### config.mk
export PLATFORM = sky130hd
export DESIGN_NAME = line_fill_reader
export DESIGN_NICKNAME = d
export VERILOG_FILES = /design/src/ifetch_pkg.sv /design/src/line_fill_reader.sv
export VERILOG_INCLUDE_DIRS = /design/src /design/src/src
export SDC_FILE = /design/constraint.sdc
export NUM_CORES = 1
export LEC_CHECK = 0
export BUFFER_PORTS_ARGS = -buffer_cell sky130_fd_sc_hd__buf_2
export CAP_MARGIN = 10
export CELL_PAD_IN_SITES_DETAIL_PLACEMENT = 1
export CELL_PAD_IN_SITES_GLOBAL_PLACEMENT = 2
export CORE_ASPECT_RATIO = 1.25
export CORE_MARGIN = 2
export CORE_UTILIZATION = 25
export DETAILED_ROUTE_END_ITERATION = 7
export PLACE_DENSITY_LB_ADDON = 0.1
export SETUP_SLACK_MARGIN = 0.15
export SYNTH_ARGS = -nofsm -noshare
export SYNTH_HDL_FRONTEND = slang
export SYNTH_SLANG_ARGS = --single-unit
### constraint.sdc
create_clock -name clk -period 3.2 [get_ports clk]
set_input_delay 0.64 -clock clk [delete_from_list [all_inputs] [get_ports clk]]
set_output_delay 0.64 -clock clk [all_outputs]
set_load 0.005 [all_outputs]
### src/ifetch_defs.svh
`ifndef IFETCH_DEFS_SVH
`define IFETCH_DEFS_SVH

// log2 of line size in bytes
`define IFETCH_LEN_LINE 6

// log2 of number of sets
`define IFETCH_LEN_INDEX 6

// replacement logic assumes exactly two ways
`define IFETCH_NR_WAYS 2

`define IFETCH_LEN_TAG (32 - `IFETCH_LEN_LINE - `IFETCH_LEN_INDEX)

// 32-bit words per line
`define IFETCH_NR_WORDS (1 << (`IFETCH_LEN_LINE - 2))

`endif

### src/ifetch_pkg.sv
`default_nettype none

`include "ifetch_defs.svh"

package ifetch_pkg;

    typedef logic [31:0] vaddr_t;
    typedef logic [31:0] paddr_t;
    typedef logic [31:0] word_t;
    typedef logic [18:0] vpn2_t;
    typedef logic [19:0] pfn_t;

    // even page half first
    typedef struct packed {
        pfn_t       pfn0;
        logic [2:0] c0;
        logic       v0;
        pfn_t       pfn1;
        logic [2:0] c1;
        logic       v1;
    } tlb_entry_t;

    typedef struct packed {
        paddr_t paddr;
        logic   uncached;
        logic   ok;
    } xlate_t;

    typedef struct packed {
        word_t rdata0;
        word_t rdata1;
        logic  ok0;
        logic  ok1;
        logic  tlb_refill;
        logic  tlb_invalid;
    } fetch_out_t;

    typedef struct packed {
        paddr_t     araddr;
        logic [7:0] arlen;
        logic       arvalid;
    } ar_req_t;

    // one write beat into the data array
    typedef struct packed {
        logic [`IFETCH_LEN_LINE-3:0] idx;
        logic [7:0]                  strb;
        logic                        last;
    } fill_wr_t;

    typedef enum logic [2:0] {
        IDLE,
        FENCE,
        TLB_FILL,
        UNCACHED,
        CACHE_REPLACE,
        SAVE_RESULT
    } icache_state_t;

endpackage

`default_nettype wire

### src/line_fill_reader.sv
`timescale 1ns/100ps
`default_nettype none

`include "ifetch_defs.svh"

module line_fill_reader
    import ifetch_pkg::*;
(
    input  wire         clk,
    input  wire         rst,
    input  wire         start,
    input  wire         single,
    input  wire paddr_t addr,
    output paddr_t      araddr,
    output logic [7:0]  arlen,
    output logic [2:0]  arsize,
    output logic        arvalid,
    input  wire         arready,
    input  wire         rvalid,
    input  wire         rlast,
    output logic        rready,
    output fill_wr_t    fill_wr,
    output logic        done
);

    localparam int LEN_LINE = `IFETCH_LEN_LINE;

    ar_req_t               ar_q;
    logic                  single_q;
    logic [LEN_LINE-3:0]   beat_idx;
    logic                  beat;

    assign araddr  = ar_q.araddr;
    assign arlen   = ar_q.arlen;
    assign arvalid = ar_q.arvalid;
    // always 4-byte beats
    assign arsize  = 3'd2;

    assign beat = rvalid & rready;

    // even words go to the low half of the 64-bit array word
    always_comb begin
        fill_wr.idx  = beat_idx;
        fill_wr.strb = 8'h00;
        if (beat && !single_q) begin
            fill_wr.strb = beat_idx[0] ? 8'hf0 : 8'h0f;
        end
        fill_wr.last = beat & rlast;
    end

    always_ff @(posedge clk) begin
        if (rst) begin
            ar_q     <= '0;
            rready   <= 1'b0;
            single_q <= 1'b0;
            beat_idx <= '0;
            done     <= 1'b0;
        end else begin
            done <= fill_wr.last;
            if (start) begin
                ar_q.araddr  <= single ? addr : {addr[31:LEN_LINE], {LEN_LINE{1'b0}}};
                ar_q.arlen   <= single ? 8'd0 : 8'(`IFETCH_NR_WORDS - 1);
                ar_q.arvalid <= 1'b1;
                single_q     <= single;
                beat_idx     <= '0;
            end else if (ar_q.arvalid && arready) begin
                ar_q.arvalid <= 1'b0;
                rready       <= 1'b1;
            end
            if (beat) begin
                beat_idx <= beat_idx + 1'b1;
            end
            if (fill_wr.last) begin
                rready <= 1'b0;
            end
        end
    end

endmodule

`default_nettype wire

==> flow_summary.yaml <==
synthesis:
  ys_seq_elements: 41
  synth.most_common_cell: "dfxtp_1"
  yosysSeqAreaShare_pct: 50.5
  syn_area_sq_mm: 0.00163
  async_flop_share_pct: 0
  synth_area_per_cell_sq_um: 9.85
  synth_edf_count: 0
  synth_area_leaders: "dfxtp_1, mux2i_1, nor2_1"
  ys_warn_count: 0
  synth_ff_type: "dfxtp_1"
  synth_cells: 165
  synth_top_area_cell: "dfxtp_1"
  synth_common_cells: "dfxtp_1, nor2_1, mux2i_1"
  yosysUniqueCellTypes: 27
  synth_top_area_share_pct: 50.5
floorplan:
  die_x_um: 76.1
  die_h_um: 94.1
  ios: 98
  core_area_sq_mm: 0.00625
  die-area_sq_mm: 0.00717
  start_util_pct: 26.0
  placementRows: 32
layout:
  postLayoutCellArea_sq_mm: 0.00212
  drive_gt1_share_pct: 42.0
  syn_to_final_growth_pct: 30.2
  diodes: 0
  fillers: 807
  seqCellArea_sq_um: 821
  nNetsFinal: 283
  multi_input_area_sq_um: 637
pwr:
  power.density_mw_per_mm2: 476
  peakVddDrop_uv: 148
  power.static_leakage_nw: 1.11
critical_path:
  timing.rr.start: "rready"
  crit_arrival_ns: 1.36
  cp_data_required_time_ns: 2.56
  crit_type: "input pin to output pin"
  slowest_stage: "nor3b_1"
  cp-end-kind: "output pin"
  r2r_cells: 3
  cp_max_fo: 4
  startpoint: "rvalid"
  cp-start-kind: "input pin"
  slowest_delay_ns: 0.34
  critPathMostFrequentCell: "buf_2"
  path_cells: "buf_2, nand2_2, nor3b_1, buf_2"
status:
  status: "finished clean"
sta:
  rsz0062_at_grt: "false"
  worstMarginPinSlew_ns: 0.764
  finClkSkew_ns: 0.00237
  hold_violations: 0
  fin_tns_setup_ns: 0
  setup_slack_ns: 1.20
  min_period_ns: 2.00
  drv_slew: 0
  finalCritPeriodShare_pct: 62.6
  slew_headroom_pct: 49.1
  max_freq_mhz: 499
  holdWs_ns: 0.489
  finalSetupViolCount: 0
worst_hold_path:
  hp-class: "flop to flop"
  hp-start: "araddr[22]"
  hold_depth: 2
clock_tree:
  cts-root-buf: "clkbuf_8"
  cts_tree: "yes"
  ctsLongestPathBuffers: 2
  clock_latency_ns: 0.28
  cts_buffers: 5
  clock_sinks: 41
  postCtsSetupBuffers: 0
  htree_levels: 2
  path_clk_slew_ns: 0.08
  cts_resized: 0
  cts.hold.buffers_added: 0
place:
  place_ws_ns: 1.18
  post-dp-hpwl_mm: 3.06
  port_buffers: 90
  place.gp.congestion: 0.664
  place_area_sq_mm: 0.00203
global_routing:
  grt_pass1_vias: 1379
  grt_max_degree: 42
  grt-ovfl-total: 0
  grt_usage_pct: 11.9
  antenna_found_initial: 0
  grt_pass1_wl_mm: 6.73
flow_run:
  cap_violations: 0
route:
  viasPerCell: 4.15
  drcViolationCount: 0
  antenna_left: 0
  routed-via-count: 1361
  wl_mm: 4.16
  dr.pass1.iters: 3
  wire_per_inst_um: 12.7
  drt_iter0_drc: 40
## critical path, delay by kind of cell
family	cells	cell delay (ns)
buffers and inverters	2	0.30
AND/OR/NAND/NOR	2	0.42
## cell type report
type,instances,share of cell area (%)
multi-input combinational,102,30.1
inverter,2,0.355
tap,85,5.03
timing repair buffer,91,21.6
sequential,41,38.8
clock buffer,7,4.08
## metrics by stage
stage,cells,power [mW],util [%]
after global placement,321,0.682,32.5
after global routing,328,1.07,33.9
after floorplan,170,0.632,-
after CTS,328,1.03,33.9
final,328,1.01,33.9
after detailed placement,321,0.684,32.5
## kinds of logic after synthesis
| group | count (synthesis) | share of synthesized area [%] |
|---|---|---|
| other cells | 2 | 0.462 |
| buf+inv | 27 | 11.5 |
| fa+ha+maj | 1 | 0.770 |
| simple gates | 51 | 13.8 |
| mux | 27 | 16.6 |
| compound gates | 16 | 6.39 |
| flops | 41 | 50.5 |
## power by group
group	total (mW)	internal (mW)	switching, mW
clock	0.339	0.171	0.168
sequential	0.548	0.535	0.0128
combinational	0.120	0.0600	0.0598
## registers in the layout, summed over array words and instances, names as in the netlist
register  cells
single_q      1
beat_idx      4
araddr       32
arlen         1
arvalid       1
done          1
rready        1
## layer usage
metal	part of all wire, %	wire length (um)	up-vias	global-route usage [%]
met2	50	2100	56	21.1
met4	1.4	59	0	4.55
met3	6.0	250	5	3.17
li1	-	-	677	-
met5	0	0	-	0
met1	42	1750	623	13.7
## placed cells by master (no fill, tap or decap)
master and n:
a211oi_1 1, a21oi_1 6, a21oi_2 1, a22oi_1 6
a31oi_1 2, and2_1 1, and2_2 1, and3_2 1
buf_2 90, buf_4 1, clkbuf_1 1, clkbuf_8 6
conb_1 7, dfxtp_1 41, ha_1 1, inv_1 1
inv_2 1, mux2i_1 27, nand2_1 2, nand2_2 1
nand2b_1 1, nand3_1 3, nor2_1 35, nor2b_1 2
nor3_1 2, nor3b_1 1, or3_1 1
## path summary, 6_finish.rpt
path	end	slack [ns]
worst max-delay path	fill_wr[7]	1.20
worst min-delay path	araddr[22]	0.49
worst max register to register	beat_idx[3]	2.09
worst min register to register	araddr[22]	0.49
Power figures use the tool's default switching activity.
