File: src/ifetch_defs.svh
`ifndef IFETCH_DEFS_SVH
`define IFETCH_DEFS_SVH

// log2 of line size in bytes
`define IFETCH_LEN_LINE 6

// log2 of number of sets
`define IFETCH_LEN_INDEX 6

// replacement logic assumes exactly two ways
`define IFETCH_NR_WAYS 2

`define IFETCH_LEN_TAG (32 - `IFETCH_LEN_LINE - `IFETCH_LEN_INDEX)

// 32-bit words per line
`define IFETCH_NR_WORDS (1 << (`IFETCH_LEN_LINE - 2))

`endif

File: src/ifetch_pkg.sv
`default_nettype none

`include "ifetch_defs.svh"

package ifetch_pkg;

    typedef logic [31:0] vaddr_t;
    typedef logic [31:0] paddr_t;
    typedef logic [31:0] word_t;
    typedef logic [18:0] vpn2_t;
    typedef logic [19:0] pfn_t;

    // even page half first
    typedef struct packed {
        pfn_t       pfn0;
        logic [2:0] c0;
        logic       v0;
        pfn_t       pfn1;
        logic [2:0] c1;
        logic       v1;
    } tlb_entry_t;

    typedef struct packed {
        paddr_t paddr;
        logic   uncached;
        logic   ok;
    } xlate_t;

    typedef struct packed {
        word_t rdata0;
        word_t rdata1;
        logic  ok0;
        logic  ok1;
        logic  tlb_refill;
        logic  tlb_invalid;
    } fetch_out_t;

    typedef struct packed {
        paddr_t     araddr;
        logic [7:0] arlen;
        logic       arvalid;
    } ar_req_t;

    // one write beat into the data array
    typedef struct packed {
        logic [`IFETCH_LEN_LINE-3:0] idx;
        logic [7:0]                  strb;
        logic                        last;
    } fill_wr_t;

    typedef enum logic [2:0] {
        IDLE,
        FENCE,
        TLB_FILL,
        UNCACHED,
        CACHE_REPLACE,
        SAVE_RESULT
    } icache_state_t;

endpackage

`default_nettype wire

File: src/l1_itlb.sv
`timescale 1ns/100ps
`default_nettype none

module l1_itlb
    import ifetch_pkg::*;
(
    input  wire             clk,
    input  wire             rst,
    input  wire vaddr_t     inst_va,
    input  wire             refill_start,
    input  wire             flush,
    output vpn2_t           itlb_vpn2,
    input  wire             itlb_found,
    input  wire tlb_entry_t itlb_entry,
    output xlate_t          xlate,
    output logic            refill_fault,
    output logic            refill_invalid
);

    logic       tlb_valid;
    logic       tlb_odd;
    pfn_t       tlb_pfn;
    logic       tlb_uncached;
    logic       refill_pending;
    logic       direct;
    logic       tlb_hit;
    pfn_t       sel_pfn;
    logic [2:0] sel_c;
    logic       sel_v;

    // kseg0 and kseg1 bypass the TLB
    assign direct  = (inst_va[31:30] == 2'b10);
    assign tlb_hit = tlb_valid && (inst_va[31:13] == itlb_vpn2) && (inst_va[12] == tlb_odd);

    always_comb begin
        xlate.ok = direct | tlb_hit;
        if (direct) begin
            xlate.paddr    = {3'b000, inst_va[28:0]};
            xlate.uncached = inst_va[29];
        end else begin
            xlate.paddr    = {tlb_pfn, inst_va[11:0]};
            xlate.uncached = tlb_uncached;
        end
    end

    // pick the page half of the pair
    assign sel_pfn = tlb_odd ? itlb_entry.pfn1 : itlb_entry.pfn0;
    assign sel_c   = tlb_odd ? itlb_entry.c1 : itlb_entry.c0;
    assign sel_v   = tlb_odd ? itlb_entry.v1 : itlb_entry.v0;

    assign refill_fault   = refill_pending & ~itlb_found;
    assign refill_invalid = refill_pending & itlb_found & ~sel_v;

    always_ff @(posedge clk) begin
        if (rst) begin
            tlb_valid      <= 1'b0;
            tlb_odd        <= 1'b0;
            refill_pending <= 1'b0;
            itlb_vpn2      <= '0;
        end else begin
            refill_pending <= refill_start;
            if (refill_start) begin
                itlb_vpn2 <= inst_va[31:13];
                tlb_odd   <= inst_va[12];
                tlb_valid <= 1'b0;
            end else if (flush) begin
                tlb_valid <= 1'b0;
            end else if (refill_pending && itlb_found && sel_v) begin
                tlb_valid <= 1'b1;
            end
        end
    end

    // C == 2 is the uncached attribute
    always_ff @(posedge clk) begin
        if (refill_pending) begin
            tlb_pfn      <= sel_pfn;
            tlb_uncached <= (sel_c == 3'd2);
        end
    end

endmodule

`default_nettype wire

File: config.mk
export PLATFORM = sky130hd
export DESIGN_NAME = l1_itlb
export DESIGN_NICKNAME = d
export VERILOG_FILES = /design/src/ifetch_pkg.sv /design/src/l1_itlb.sv
export VERILOG_INCLUDE_DIRS = /design/src /design/src/src
export SDC_FILE = /design/constraint.sdc
export NUM_CORES = 1
export LEC_CHECK = 0
export CAP_MARGIN = 20
export CORE_ASPECT_RATIO = 1.1
export CORE_UTILIZATION = 35
export DETAILED_ROUTE_END_ITERATION = 8
export DONT_BUFFER_PORTS = 1
export PLACE_DENSITY = 0.47
export SLEW_MARGIN = 20
export SYNTH_ARGS = -nofsm -noshare
export SYNTH_HDL_FRONTEND = slang
export SYNTH_SLANG_ARGS = --single-unit
File: constraint.sdc
create_clock -name clk -period 1.25 [get_ports clk]
set_input_delay 0.25 -clock clk [delete_from_list [all_inputs] [get_ports clk]]
set_output_delay 0.25 -clock clk [all_outputs]
set_load 0.005 [all_outputs]
==> run metrics <==
status complete, but fails checks; failing checks setup timing; GRT overflow 0; layout cells sized above 1 0.390; IO Count 140; R2R Path End tlb_pfn[9]$_DFFE_PP_; Final Skew 0.0123 ns; Num CTS Buffers 5; CP Launch Type flop; relative slew slack 0.785; Avg WL per Cell 18.9 um; Worst EP arrival 1.40 ns; Hold Path End itlb_vpn2[9]$_SDFFE_PP0P_; most frequent cells in the layout mux2_2, buf_4, edfxtp_1; # fillers 597; detailed-router iteration count before antenna repair 4; initial core utilization 0.363; Avg Vias per Cell just over 5; Layout area overhead 15.8%; Clock transition at path regs 0.08 ns; vias in the first global route 1482; largest cells by area after synthesis edfxtp_1, dfxtp_1, mux2_2, mux2i_1, xor2_1; Pwr Density 1110 nW/um^2; DP HPWL 4050 um; full die area 6720 um^2; Final nets 284; Final min period 1.65 ns; H-tree Lvls 2; Mean Syn Cell Area 12.1 um^2; chip width 78.2 um; Hold Worst Slack approximately 0.023 ns; GRT Util Overall 0.157; RSZ-0062 raised after global routing yes; Synth top area share 0.282; initial antenna violation count 0; Yosys warning count 0; placeable core area 6160 um^2; CTS Buffer Depth 2; Cells after Synth roughly 190; WHS Path Cells 1; worst r2r path cells 4; Worst Max-Slew Pin Slew roughly 0.32 ns; worst r2r src tlb_odd$_SDFFE_PP0P_; Post-Syn Nets 270; largest net degree at the start of global routing 23; later-pin clock latency in the skew report 0.29 ns; post-layout util 0.421; final wirelength 5300 um; crit path setup slack, layout -0.402 ns; hold crit path type in -> reg; Post-Layout Inst Area approximately 2600 um^2; drt first-iter violations 45; Synth Register Bits 43; Mapped Area 2240 um^2; r2r setup slk -0.06 ns; clock sink total between 40 and 50; Antenna Cells 0; Worst VDD drop 407 uV; CTS root buf clkbuf_8; cell taking the most area after synthesis edfxtp_1; die height about 86 um; GP Congestion 0.743; Worst Hold Launch rst; I/O Buffers 0; kind of critical path reg -> out; antenna-violating nets left 0; Final Hold Viols 0; number of distinct library cells after synthesis 24; setup violators final 9; crit-path max FO 2; Row Count 30; CP required 1.00 ns; Pleak 0.00106 uW; first-pass GRT wire length 7760 um; most common cell after layout, fill and taps aside mux2_2; Maximum Capacitance Violations 0; fin crit share 1.32; placed inst area 2410 um^2; number of max-slew violations in the final report 0; routed vias 1411; CTS tree yes; drt drc 0; CP Capture Type output pin; Achievable Freq just over 600 MHz; Seq/Total Area, Yosys 0.479
-- through the flow --
| step | setup TNS, ns | cells | setup WS [ns] | power (uW) |
|---|---|---|---|---|
| floorplan | 0 | 185 | 0.0157 | 1960 |
| global placement | -0.345 | 269 | -0.157 | 2030 |
| detailed placement | -0.446 | 269 | -0.126 | 2040 |
| CTS | -1.03 | 279 | -0.412 | 2920 |
| global route | -1.54 | 280 | -0.521 | 3030 |
| finish | -1.06 | 280 | -0.402 | 2880 |
-- cell families (layout without fill, tap and decap cells) --
kind of cell / after synthesis / after routing / share of synthesized area
mux: 59 / 59 / 0.286
flops: 43 / 43 / 0.479
simple gates: 37 / 37 / 0.0800
buf+inv: 23 / 38 / 0.0682
xor+xnor: 20 / 20 / 0.0783
compound gates: 3 / 3 / 0.00895
-- flip-flops by register name, indices dropped and copies added (netlist names) --
| name | flops |
|---|---|
| tlb_pfn | 20 |
| tlb_valid | 1 |
| itlb_vpn2 | 19 |
| tlb_odd | 1 |
| tlb_uncached | 1 |
| refill_pending | 1 |
-- per-layer routing --
layer	GRT usage	vias up	wire [um]	share of wire
li1	-	667	-	-
met1	0.154	662	1890	0.36
met2	0.293	80	2920	0.55
met3	0.0713	2	465	0.088
met4	0.0505	0	27	0.0051
met5	0	-	0	0
-- power by group --
| part | internal (uW) | switching, uW | total, uW |
|---|---|---|---|
| Clock | 397 | 445 | 842 |
| Combinational | 259 | 177 | 436 |
| Sequential | 1560 | 41.9 | 1600 |
-- critical path, stage by stage (launching register included) --
cell,delay (ns)
dfxtp_1,0.33
xor2_1,0.16
nor4_1,0.27
nand3_1,0.18
o21ai_2,0.19
-- synth_stat cells --
library cell  count
a31oi_1           1
and2_1            3
buf_2             5
buf_4            14
buf_6             1
clkbuf_1          2
dfxtp_1          22
edfxtp_1         21
inv_1             1
mux2_2           39
mux2i_1          20
nand2_1           1
nand2b_1          1
nand3_1           1
nand4_1           1
nor2_1           21
nor2b_1           2
nor3_1            1
nor4_1            5
o21ai_1           1
o41ai_1           1
or4bb_1           1
xnor2_1           1
xor2_1           19
-- layout make-up --
| cell class | instances | area [um^2] | share of cell area |
|---|---|---|---|
| clock buffers | 8 | 80.1 | 0.0309 |
| well taps | 80 | 100 | 0.0386 |
| inverters | 1 | 3.75 | 0.00145 |
| multi-input cells | 119 | 1070 | 0.413 |
| repair buffers | 29 | 259 | 0.100 |
| flip-flops and latches | 43 | 1080 | 0.416 |
-- worst max path at each step --
stage | end | startpoint | cells past startpoint | slack [ns]
after global routing | xlate[0] | tlb_odd$_SDFFE_PP0P_ | 4 | -0.52
final | xlate[0] | itlb_vpn2[1]$_SDFFE_PP0P_ | 4 | -0.40
after CTS | xlate[0] | tlb_odd$_SDFFE_PP0P_ | 4 | -0.41
after detailed placement | xlate[0] | itlb_vpn2[12]$_SDFFE_PP0P_ | 4 | -0.13
after floorplan | xlate[0] | itlb_vpn2[14]$_SDFFE_PP0P_ | 4 | 0.02
after global placement | xlate[0] | itlb_vpn2[12]$_SDFFE_PP0P_ | 4 | -0.16
-- repair_timing --
item,4_1_cts,5_1_grt
hold buffers,1,1
pin swaps,7,2
buffers inserted,1,0
resized for setup,11,8
hold endpoints to repair,1,2
endpoints found under the setup margin,17,18
No activity file was read; power rests on OpenSTA's default activity.
